$ cat src/verilog/dual_issue_pkg.sv
package dual_issue_pkg;

  //////////////////////////////
  // instruction format

  localparam int opcode_msb = 31;  // 6-bit opcode.
  localparam int opcode_lsb = 26;
  localparam int rs_msb     = 25;  // first source.
  localparam int rs_lsb     = 21;
  localparam int rt_msb     = 20;  // second source or immediate dest.
  localparam int rt_lsb     = 16;
  localparam int rd_msb     = 15;  // register-register dest.
  localparam int rd_lsb     = 11;

  typedef logic [31:0] inst_t;
  typedef logic [4:0]  reg_idx_t;

  // top two opcode bits give the class.
  typedef enum logic [5:0] {
    op_nop  = 6'b000000,  // all-zero word.
    op_jr   = 6'b000001,  // sits in class 00 but decodes on its own.
    op_add  = 6'b000010,  // class 00 register ops.
    op_sub  = 6'b000011,
    op_addi = 6'b010000,  // class 01 immediate ops.
    op_subi = 6'b010001,
    op_lw   = 6'b100000,  // class 10 memory ops.
    op_sw   = 6'b100001,
    op_la   = 6'b100010,
    op_sa   = 6'b100011,
    op_jmp  = 6'b110000,  // class 11 jumps.
    op_je   = 6'b110001
  } opcode_e;

  function automatic opcode_e inst_opcode(input inst_t inst);
    return opcode_e'(inst[opcode_msb:opcode_lsb]);
  endfunction

  function automatic reg_idx_t inst_rs(input inst_t inst);
    return inst[rs_msb:rs_lsb];
  endfunction

  function automatic reg_idx_t inst_rt(input inst_t inst);
    return inst[rt_msb:rt_lsb];
  endfunction

  function automatic reg_idx_t inst_rd(input inst_t inst);
    return inst[rd_msb:rd_lsb];
  endfunction

  //////////////////////////////
  // slots, pairs and groups

  typedef struct packed {
    inst_t       inst;  // raw instruction word.
    logic [31:0] pc;
    logic [7:0]  id;    // fetch tag.
  } slot_t;              // all zero reads as a nop.

  typedef struct packed {
    slot_t slot0;
    slot_t slot1;
    logic  first;  // slot0 is the older one.
  } pair_t;

  typedef enum logic [1:0] {
    grp_whole,    // both slots together.
    grp_older,    // older half of a split pair.
    grp_younger,  // what is left after a split.
    grp_bubble    // all-nop group for a load-use stall.
  } group_kind_e;

  typedef struct packed {
    slot_t       slot0;
    slot_t       slot1;
    group_kind_e kind;
  } group_t;

  typedef struct packed {
    logic     valid;
    reg_idx_t idx;  // rt of an issued lw.
  } watch_entry_t;

  typedef struct packed {
    watch_entry_t [1:0] entry;  // one per slot.
  } load_watch_t;

endpackage

$ cat src/verilog/dual_issue_top.sv
module dual_issue_top import dual_issue_pkg::*; (
  input  logic   clk,
  input  logic   rst,
  input  logic   in_req,     // pair handshake from fetch.
  output logic   in_ack,
  input  pair_t  in_pair,
  output logic   out_req,    // group handshake to execute.
  input  logic   out_ack,
  output group_t out_group
);

  //////////////////////////////
  // internal links

  pair_t       pair;
  logic        pair_valid;
  logic        pair_done;
  logic        load_stall;
  logic        split_stall;
  logic        split_phase;
  load_watch_t load_watch;
  group_t      group;
  logic        group_valid;
  logic        group_ready;

  pair_receiver u_rx (
    .clk        (clk),
    .rst        (rst),
    .in_req     (in_req),
    .in_ack     (in_ack),
    .in_pair    (in_pair),
    .pair       (pair),
    .pair_valid (pair_valid),
    .pair_done  (pair_done)
  );

  hazard_detection_unit u_hdu (
    .pair        (pair),
    .load_watch  (load_watch),
    .split_phase (split_phase),
    .load_stall  (load_stall),
    .split_stall (split_stall)
  );

  issue_sequencer u_seq (
    .clk         (clk),
    .rst         (rst),
    .pair        (pair),
    .pair_valid  (pair_valid),
    .pair_done   (pair_done),
    .load_stall  (load_stall),
    .split_stall (split_stall),
    .split_phase (split_phase),
    .load_watch  (load_watch),
    .group       (group),
    .group_valid (group_valid),
    .group_ready (group_ready)
  );

  group_sender u_tx (
    .clk         (clk),
    .rst         (rst),
    .group       (group),
    .group_valid (group_valid),
    .group_ready (group_ready),
    .out_req     (out_req),
    .out_ack     (out_ack),
    .out_group   (out_group)
  );

endmodule

$ cat src/verilog/group_sender.sv
module group_sender import dual_issue_pkg::*; (
  input  logic   clk,
  input  logic   rst,
  input  group_t group,
  input  logic   group_valid,
  output logic   group_ready,  // idle and free for a group.
  output logic   out_req,      // four-phase request to the sink.
  input  logic   out_ack,
  output group_t out_group     // stable while out_req is high.
);

  typedef enum logic [1:0] {
    st_idle,      // no group held.
    st_req,       // raise req and wait for ack.
    st_wait_low   // wait for ack to drop.
  } state_e;

  state_e state;
  logic   take;

  assign group_ready = state == st_idle;
  assign take        = group_valid && group_ready;

  //////////////////////////////
  // request state

  always_ff @(posedge clk) begin
    if (rst) begin
      state   <= st_idle;
      out_req <= 1'b0;
    end else begin
      case (state)
        st_idle: begin
          if (take) begin
            state <= st_req;
          end
        end
        st_req: begin
          if (!out_req) begin
            out_req <= 1'b1;  // data settled one cycle ahead.
          end else if (out_ack) begin
            out_req <= 1'b0;
            state   <= st_wait_low;
          end
        end
        st_wait_low: begin
          if (!out_ack) begin
            state <= st_idle;  // ready again next cycle.
          end
        end
        default: state <= st_idle;
      endcase
    end
  end

  always_ff @(posedge clk) begin
    if (take) begin
      out_group <= group;
    end
  end

endmodule

$ cat src/verilog/hazard_detection_unit.sv
module hazard_detection_unit import dual_issue_pkg::*; (
  input  pair_t       pair,         // buffered pair under issue.
  input  load_watch_t load_watch,   // loads of the last group.
  input  logic        split_phase,  // only the younger slot is left.
  output logic        load_stall,
  output logic        split_stall
);

  //////////////////////////////
  // register use masks

  localparam logic [2:0] mask_rs = 3'b001;
  localparam logic [2:0] mask_rt = 3'b010;
  localparam logic [2:0] mask_rd = 3'b100;

  typedef struct packed {
    logic [2:0] src;  // fields read.
    logic [2:0] dst;  // fields written.
  } reg_mask_t;

  slot_t     older;
  slot_t     younger;
  reg_mask_t older_mask;
  reg_mask_t younger_mask;
  reg_idx_t  older_dst;         // rt or rd of the older slot.
  logic      older_writes;
  logic      older_load_hit;
  logic      younger_load_hit;
  logic      pair_dep;          // younger reads older's dest.

  // opcode to source and dest fields.
  function automatic reg_mask_t decode(input inst_t inst);
    reg_mask_t m;
    opcode_e   opc;
    m   = '0;
    opc = inst_opcode(inst);
    if (opc == op_jr) begin
      m.src = mask_rs;  // jump target only.
    end else if (opc != op_nop) begin
      case (opc[5:4])
        2'b00: begin  // add, sub.
          m.src = mask_rs | mask_rt;
          m.dst = mask_rd;
        end
        2'b01: begin  // addi, subi.
          m.src = mask_rs;
          m.dst = mask_rt;
        end
        2'b10: begin  // memory ops differ one by one.
          case (opc)
            op_lw: begin
              m.src = mask_rs;
              m.dst = mask_rt;
            end
            op_sw:   m.src = mask_rs | mask_rt;
            op_la:   m.dst = mask_rt;
            op_sa:   m.src = mask_rt;
            default: m = '0;
          endcase
        end
        default: m = '0;  // jmp, je touch no registers.
      endcase
    end
    return m;
  endfunction

  // does the slot read register r.
  function automatic logic reads(input inst_t inst, input reg_mask_t m, input reg_idx_t r);
    return (|(m.src & mask_rs) && inst_rs(inst) == r) ||
           (|(m.src & mask_rt) && inst_rt(inst) == r);
  endfunction

  function automatic logic load_hit(input inst_t inst, input reg_mask_t m,
                                    input load_watch_t w);
    return (w.entry[0].valid && reads(inst, m, w.entry[0].idx)) ||
           (w.entry[1].valid && reads(inst, m, w.entry[1].idx));
  endfunction

  //////////////////////////////
  // age order

  always_comb begin
    if (pair.first) begin
      older   = pair.slot0;
      younger = pair.slot1;
    end else begin
      older   = pair.slot1;  // slot1 came first.
      younger = pair.slot0;
    end
  end

  assign older_mask   = decode(older.inst);
  assign younger_mask = decode(younger.inst);

  assign older_writes = |older_mask.dst;
  assign older_dst    = |(older_mask.dst & mask_rd) ? inst_rd(older.inst)
                                                    : inst_rt(older.inst);

  //////////////////////////////
  // hazard flags

  assign older_load_hit   = load_hit(older.inst, older_mask, load_watch);
  assign younger_load_hit = load_hit(younger.inst, younger_mask, load_watch);
  assign pair_dep         = older_writes && reads(younger.inst, younger_mask, older_dst);

  // older slot already gone in split phase.
  assign load_stall  = younger_load_hit || (!split_phase && older_load_hit);
  assign split_stall = !split_phase && pair_dep;

endmodule

$ cat src/verilog/issue_sequencer.sv
module issue_sequencer import dual_issue_pkg::*; (
  input  logic        clk,
  input  logic        rst,
  input  pair_t       pair,
  input  logic        pair_valid,
  output logic        pair_done,    // last group of the pair taken.
  input  logic        load_stall,
  input  logic        split_stall,
  output logic        split_phase,  // older slot already issued.
  output load_watch_t load_watch,
  output group_t      group,
  output logic        group_valid,
  input  logic        group_ready
);

  typedef enum logic [1:0] {
    st_idle,     // build from a fresh pair.
    st_issue,    // group waiting for the sender.
    st_younger   // build the younger half.
  } state_e;

  state_e      state;
  logic        split_q;     // set between older and younger groups.
  logic        build;       // load a new group this edge.
  logic        handoff;
  logic        last;        // group finishes its pair.
  group_t      next_group;
  load_watch_t next_watch;

  assign split_phase = split_q;
  assign build       = pair_valid && (state == st_idle || state == st_younger);
  assign handoff     = group_valid && group_ready;
  assign last        = group.kind == grp_whole || group.kind == grp_younger;
  assign pair_done   = handoff && last;

  //////////////////////////////
  // group selection

  always_comb begin
    next_group = '0;  // unused slots go out as nops.
    if (load_stall) begin
      next_group.kind = grp_bubble;
    end else if (state == st_younger) begin
      next_group.kind = grp_younger;  // younger keeps its position.
      if (pair.first) begin
        next_group.slot1 = pair.slot1;
      end else begin
        next_group.slot0 = pair.slot0;
      end
    end else if (split_stall) begin
      next_group.kind = grp_older;
      if (pair.first) begin
        next_group.slot0 = pair.slot0;
      end else begin
        next_group.slot1 = pair.slot1;
      end
    end else begin
      next_group.kind  = grp_whole;
      next_group.slot0 = pair.slot0;
      next_group.slot1 = pair.slot1;
    end
  end

  // loads in the outgoing group, a bubble clears it.
  always_comb begin
    next_watch.entry[0].valid = inst_opcode(group.slot0.inst) == op_lw;
    next_watch.entry[0].idx   = inst_rt(group.slot0.inst);
    next_watch.entry[1].valid = inst_opcode(group.slot1.inst) == op_lw;
    next_watch.entry[1].idx   = inst_rt(group.slot1.inst);
  end

  //////////////////////////////
  // state machine

  always_ff @(posedge clk) begin
    if (rst) begin
      state       <= st_idle;
      split_q     <= 1'b0;
      group_valid <= 1'b0;
      load_watch  <= '0;
    end else begin
      case (state)
        st_idle, st_younger: begin
          if (build) begin
            group_valid <= 1'b1;
            state       <= st_issue;
          end
        end
        st_issue: begin
          if (handoff) begin
            group_valid <= 1'b0;
            load_watch  <= next_watch;  // hazards of the next group see this.
            if (last) begin
              split_q <= 1'b0;
              state   <= st_idle;
            end else if (group.kind == grp_older || split_q) begin
              split_q <= 1'b1;  // younger half still pending.
              state   <= st_younger;
            end else begin
              state <= st_idle;  // bubble before a fresh pair.
            end
          end
        end
        default: state <= st_idle;
      endcase
    end
  end

  always_ff @(posedge clk) begin
    if (build) begin
      group <= next_group;
    end
  end

endmodule

$ cat src/verilog/pair_receiver.sv
module pair_receiver import dual_issue_pkg::*; (
  input  logic  clk,
  input  logic  rst,
  input  logic  in_req,      // four-phase request from fetch.
  output logic  in_ack,
  input  pair_t in_pair,     // stable while in_req is high.
  output pair_t pair,        // buffered pair.
  output logic  pair_valid,
  input  logic  pair_done    // last group of the pair handed over.
);

  //////////////////////////////
  // handshake control

  logic capture;  // take the pair at this edge.
  logic release_ack;

  // ack low means the last handshake is finished.
  assign capture     = in_req && !in_ack && !pair_valid;
  assign release_ack = in_ack && !in_req;  // source has seen ack.

  always_ff @(posedge clk) begin
    if (rst) begin
      in_ack     <= 1'b0;
      pair_valid <= 1'b0;
    end else begin
      if (capture) begin
        in_ack     <= 1'b1;  // ack one cycle after capture edge.
        pair_valid <= 1'b1;
      end else if (pair_done) begin
        pair_valid <= 1'b0;  // empties with the last handoff.
      end

      if (release_ack) begin
        in_ack <= 1'b0;  // return to zero.
      end
    end
  end

  //////////////////////////////
  // pair buffer

  always_ff @(posedge clk) begin
    if (capture) begin
      pair <= in_pair;
    end
  end

endmodule
$ cat config.mk
export PLATFORM = sky130hd
export DESIGN_NAME = dual_issue_top
export DESIGN_NICKNAME = d
export VERILOG_FILES = /design/src/verilog/dual_issue_pkg.sv /design/src/verilog/dual_issue_top.sv /design/src/verilog/group_sender.sv /design/src/verilog/hazard_detection_unit.sv /design/src/verilog/issue_sequencer.sv /design/src/verilog/pair_receiver.sv
export SDC_FILE = /design/constraint.sdc
export NUM_CORES = 1
export LEC_CHECK = 0
export BUFFER_PORTS_ARGS = -buffer_cell sky130_fd_sc_hd__buf_2
export CORE_MARGIN = 2
export CORE_UTILIZATION = 39
export DETAILED_ROUTE_END_ITERATION = 12
export PLACE_DENSITY = 0.64
export SYNTH_ARGS = -nofsm -noshare
export SYNTH_HDL_FRONTEND = slang
export SYNTH_HIERARCHICAL = 1
export SYNTH_SLANG_ARGS = --single-unit
$ cat constraint.sdc
create_clock -name clk -period 15.8 [get_ports clk]
set_clock_uncertainty 0.2 [all_clocks]
set_input_delay 1.58 -clock clk [delete_from_list [all_inputs] [get_ports clk]]
set_output_delay 1.58 -clock clk [all_outputs]
set_load 0.01 [all_outputs]
* Yosys cells after proc, flatten, opt, wreduce, memory -nomap -nowiden
Index checks and enable logic that the tools add are counted.
** Cells by class
- Equal/unequal tests :: 38
- Multiplexer cells :: 39
- Reduce and logical (&&, ||, !) cells :: 59
** Operators with widths (count)
- $mux W72 :: 6
- $mux W146 :: 2
- $eq A6 B6 Y1 const B :: 10
- $eq A5 B5 Y1 :: 10
- $pmux W5 S3 :: 2
- $mux W2 :: 12
- $logic_and A1 B1 Y1 :: 23
- $pmux W2 S3 :: 3
- $mux W5 :: 3
- $eq A6 B1 Y1 const B :: 2
- $reduce_bool A6 Y1 :: 2
- $logic_or A1 B1 Y1 :: 11
- $eq A2 B1 Y1 const B :: 5
- $eq A2 B2 Y1 const B :: 5
- $logic_not A2 Y1 :: 5
- $reduce_or A2 Y1 :: 5
- $mux W1 :: 8
- $ne A2 B1 Y1 const B :: 3
- $ne A2 B2 Y1 const B :: 3
- $reduce_and A3 Y1 :: 2
- $reduce_bool A2 Y1 :: 3
- $logic_not A1 Y1 :: 4
- $pmux W2 S2 :: 1
- $reduce_and A2 Y1 :: 2
- other kinds (4) :: 4
** Storage, ports and cells
- Bits in registers :: 458
- Input bits :: 149
- Output and inout port bits :: 148
- Logic and storage cells :: 169

* Longest topological paths before layout
- Depth after elaboration :: 15
- Gate-level depth with buffers :: 13

* Modules after synthesis
The synthesis kept the hierarchy.
** Modules (own cells, without submodules)
- issue_sequencer :: times used 1, cells each 399, area an instance 6169.7 um2, sequential area each 4704.5 um2
- group_sender :: times used 1, cells each 162, area an instance 4528.1 um2, sequential area each 4444.3 um2
- pair_receiver :: times used 1, cells each 152, area an instance 4439.3 um2, sequential area each 4394.2 um2
- hazard_detection_unit :: times used 1, cells each 189, area an instance 1461.4 um2, sequential area each 0.0 um2

* Worst setup path after synthesis
No wires, ideal clock.
- Path kind :: in2reg
- Start point :: input port in_req
- End point :: register u_rx/pair[0] (netlist name)
- Setup time :: 0.625 ns
- Arrival time :: 7.059 ns
- Required time :: 14.975 ns
- Slack :: 7.916 ns
- Cell stages on the path :: 1
- Buffers on the path :: 0
- Path through :: nor3b_2
** On the way
- Cells in the longest elaborated chain, start to end :: 2
** Ends and longest elaborated chain
- start: declaration :: line dual_issue_top.sv:4 : input logic in_req,
- $logic_and A1 B1 Y1 (2 in a row) :: line pair_receiver.sv:19 : assign capture = in_req && !in_ack && !pair_valid;
No other way between the ends.
A chain may end at the register's enable or synchronous reset.

* Final worst setup path
- Start point :: register u_rx/pair[0] (netlist name)
- End point :: register u_seq/group[121] (netlist name)
** On the way
- Cells in the longest elaborated chain, start to end :: 13
** Ends and longest elaborated chain
- $mux W72 :: line hazard_detection_unit.sv:83 : if (pair.first) begin
- $eq A2 B2 Y1, or another cell as far along :: line hazard_detection_unit.sv:40 : case (opc[5:4])
- $pmux W5 S3 :: line hazard_detection_unit.sv:40
- $mux W5 :: line hazard_detection_unit.sv:39 : end else if (opc != op_nop) begin
- $mux W3 :: line hazard_detection_unit.sv:37 : if (opc == op_jr) begin
- $mux W5 :: line hazard_detection_unit.sv:96 : assign older_dst = |(older_mask.dst & mask_rd) ? inst_rd(older.inst)
- $eq A5 B5 Y1, on equally long branches :: line hazard_detection_unit.sv:69, hazard_detection_unit.sv:70
- $logic_and A1 B1 Y1, on equally long branches :: line hazard_detection_unit.sv:69, hazard_detection_unit.sv:70
- $logic_or A1 B1 Y1 :: line hazard_detection_unit.sv:69 : return (|(m.src & mask_rs) && inst_rs(inst) == r) ||
- $logic_and A1 B1 Y1 (*) :: line hazard_detection_unit.sv:104 : assign pair_dep = older_writes && reads(younger.inst, younger_mask, older_dst);
- $logic_and A1 B1 Y1 (*) :: line hazard_detection_unit.sv:108 : assign split_stall = !split_phase && pair_dep;
- net split_stall :: line dual_issue_top.sv:19 : logic split_stall;
- $mux W146 (*) :: line issue_sequencer.sv:50 : end else if (split_stall) begin
- $mux W146 (*) :: line issue_sequencer.sv:43 : end else if (state == st_younger) begin
The timed path passes the listed nets; every way through them passes the cells marked *.

==> impl_metrics.json <==
{
  "synthSimpleGateAreaFrac": 0.0956,
  "synthesis.nets": 1051,
  "p_total_w": 0.00285,
  "postSynthCellCount": 902,
  "swShare": 0.210,
  "num-nets-final": 1369,
  "ys_ff_latch": 458,
  "synth_warnings": 6,
  "start_util": 0.396,
  "drive_gt1_frac": 0.340,
  "num_vias": 8448,
  "ctsResizeCount": 0,
  "vias_per_cell": 4.70,
  "dieArea_um2": 44200,
  "setup-tns-final_ns": 0,
  "synthArstFlopShare": 0,
  "grt_max_degree": 74,
  "total_leakage_power_nw": 7.32,
  "setup_viol": 0,
  "max-slew-margin-rel": 0.358,
  "antenna_cells": 0,
  "nFillCells": 3515,
  "rows": 75,
  "cts_buffers": 50,
  "max_freq_ghz": 0.228,
  "power_frac_comb": 0.064,
  "grt_pass1_vias": 8436,
  "avgRoutedWirePerCell_um": 18.9,
  "synth.area.top_cells": "edfxtp_1 79%, and2_1 4.4%, dfxtp_1 2.5%",
  "status": "complete, no violations",
  "synth_cell_types": 63,
  "root_buffer": "clkbuf_16",
  "drtIter0Drc": 572,
  "die_x_um": 210,
  "htree_levels": 2,
  "r2r_slack_ns": 11.42,
  "ys.flop_type": "edfxtp_1",
  "area_growth_pct": 22.4,
  "clk_latency_ns": 0.57,
  "seqPwrFrac": 0.518,
  "gr-usage-all-layers": 0.152,
  "netlist_area_um2": 16600,
  "drtAntennaViolNets": 0,
  "p_per_area_nw_per_um2": 140,
  "synthMuxAreaShare": 0.0158,
  "drv_cap": 0,
  "internal-power_w": 0.00225,
  "pwr-share-clk": 0.418,
  "fp.coreArea_um2": 41900,
  "io-pin-count": 297,
  "setup_ws_ns": 11.42,
  "synth_xor_area_frac": 0.0359,
  "period_needed_ns": 4.38,
  "synth-seq-area-share": 0.816,
  "cts_tree": "yes",
  "hold_buffers": 0,
  "drc": 0,
  "gp_congestion": 0.852,
  "max-vdd-ir-drop_mv": 0.0638,
  "port_buffers": 296,
  "routed_wl_mm": 33.9,
  "crit_type": "reg2reg",
  "numClockSinks": 458,
  "seqCellArea_um2": 13500,
  "worst_pin_slew_ns": 0.963,
  "synth_top_family_by_area": "simple AND/OR/NAND/NOR gates",
  "grt_pass1_wl_mm": 50.1,
  "place_ws_ns": 11.42,
  "multiInputGateArea_um2": 2830,
  "endpoint_kind": "register",
  "post-route-period-util": 0.277,
  "cp_max_fo": 58,
  "first_pass_iters": 5,
  "synth_top_area_share": 0.791,
  "post_cts_buffers": 0,
  "slew_viol_final": 0,
  "crit_arrival_ns": 4.60,
  "finalHoldViolations": 0,
  "p_sw_w": 0.000599,
  "rsz0062_at_grt": "false",
  "final_cell_area_um2": 20300,
  "hpwlAfterDp_mm": 22.7,
  "place_area_um2": 18600,
  "startpoint_type": "register",
  "synth_top_cell_by_area": "edfxtp_1",
  "min_path_type": "reg2reg",
  "required_ns": 16.02,
  "die_h_um": 210,
  "synthAdderAreaFrac": 0,
  "cts.path.max_buffers": 3,
  "syn_area_per_cell_um2": 18.4,
  "synth-edff-count": 437,
  "antenna_found_initial": 1,
  "synth_compound_area_frac": 0.0222,
  "clkTransAtPathRegs_ns": 0.06,
  "grt-ovfl-total": 0
}
==> metrics by stage <==
| step | hold WS [ns] | instances | utilization |
|---|---|---|---|
| 2_1_floorplan | 0.200 | 902 | - |
| 3_3_place_gp | 0.202 | 1707 | 0.444 |
| 3_5_place_dp | 0.205 | 1707 | 0.444 |
| 4_1_cts | 0.214 | 1796 | 0.485 |
| 5_1_grt | 0.216 | 1796 | 0.485 |
| 6_report | 0.212 | 1796 | 0.485 |
==> Yosys cell counts, types with 3 or more instances <==
cell type	number
nor4_1	6
edfxtp_1	437
nand4_1	12
nor2b_1	5
nand3_1	4
mux2i_1	24
nor3_1	17
nor3b_1	4
clkbuf_2	14
buf_4	12
inv_1	6
xnor2_1	42
buf_2	5
nand2b_1	7
clkbuf_1	7
dfxtp_1	21
a21oi_1	18
and2_2	30
and2_1	116
nor2_1	13
nand4b_1	3
xor2_1	26
nand2_1	25
==> power by group through the flow <==
stage,Clock [W],Sequential (W),Combinational [W]
5_1_grt,0.00127,0.00148,0.000202
2_1_floorplan,0,0.00151,0.0000980
3_5_place_dp,0,0.00150,0.000187
4_1_cts,0.00122,0.00148,0.000187
3_3_place_gp,0,0.00150,0.000183
6_report,0.00119,0.00147,0.000183
==> state kept, by name, summed over array words and instances, names as in the netlist, 2 cells and up <==
name and cells:
u_seq/state 2, u_rx/pair 145, u_seq/load_watch 12, u_tx/state 2, u_seq/group 146, u_tx/out_group 146
==> layout by cell type, fill, tap and decap left out, drive strengths merged, types with 3 or more instances in the layout <==
cell type  count
clkbuf        60
clkinv        16
edfxtp       437
xnor2         42
nor2b          6
dfxtp         21
buf          306
inv           10
nand4b         3
nor2          13
xor2          26
nand3          4
bufinv         9
nor4           6
nand2b         8
nor3          17
mux2i         24
nand4         12
nand2         25
and2         146
o21ai          3
nor3b          5
a21oi         18
a211oi         4
==> final cells by class <==
type | instances | share of cell area
Clock buffer | 60 | 0.0645
Clock inverter | 29 | 0.0190
Inverter | 6 | 0.00111
Multi-Input combinational cell | 398 | 0.139
Sequential cell | 458 | 0.666
Tap cell | 539 | 0.0332
Timing Repair Buffer | 306 | 0.0766
==> metal layers <==
layer / vias up / wire length, um / GRT usage / share of wire
met3: 67 / 1890 / 0.0325 / 0.056
met1: 4117 / 14700 / 0.201 / 0.44
li1: 3998 / - / - / -
met2: 264 / 16400 / 0.250 / 0.48
met4: 2 / 835 / 0.0550 / 0.025
met5: - / 13 / 0 / 0.00038
==> cell families after synthesis <==
group	after synthesis
xor gates and xnor gates	68
DFF	458
and+or+nand+nor	257
AOI/OAI and AO/OA	47
muxes	26
buffers and inverters	46
==> worst max-delay path, stage by stage (launching register included) <==
cell,delay (ns)
edfxtp_1,0.32
buf_4,0.55
or4b_1,0.54
o221ai_2,0.18
mux2i_1,0.27
xor2_1,0.09
o2111ai_1,0.14
a2111oi_2,0.13
nor2b_1,0.18
a211oi_4,0.75
buf_4,0.59
and2_2,0.24
==> worst paths after layout <==
path                          from                   to  cells past startpoint
hold / removal    u_seq/group[138]  u_tx/out_group[138]                      0
setup / recovery      u_rx/pair[0]     u_seq/group[121]                     11
setup reg to reg      u_rx/pair[0]     u_seq/group[121]                     11
hold reg to reg   u_seq/group[138]  u_tx/out_group[138]                      0
Power figures use the tool's default switching activity.
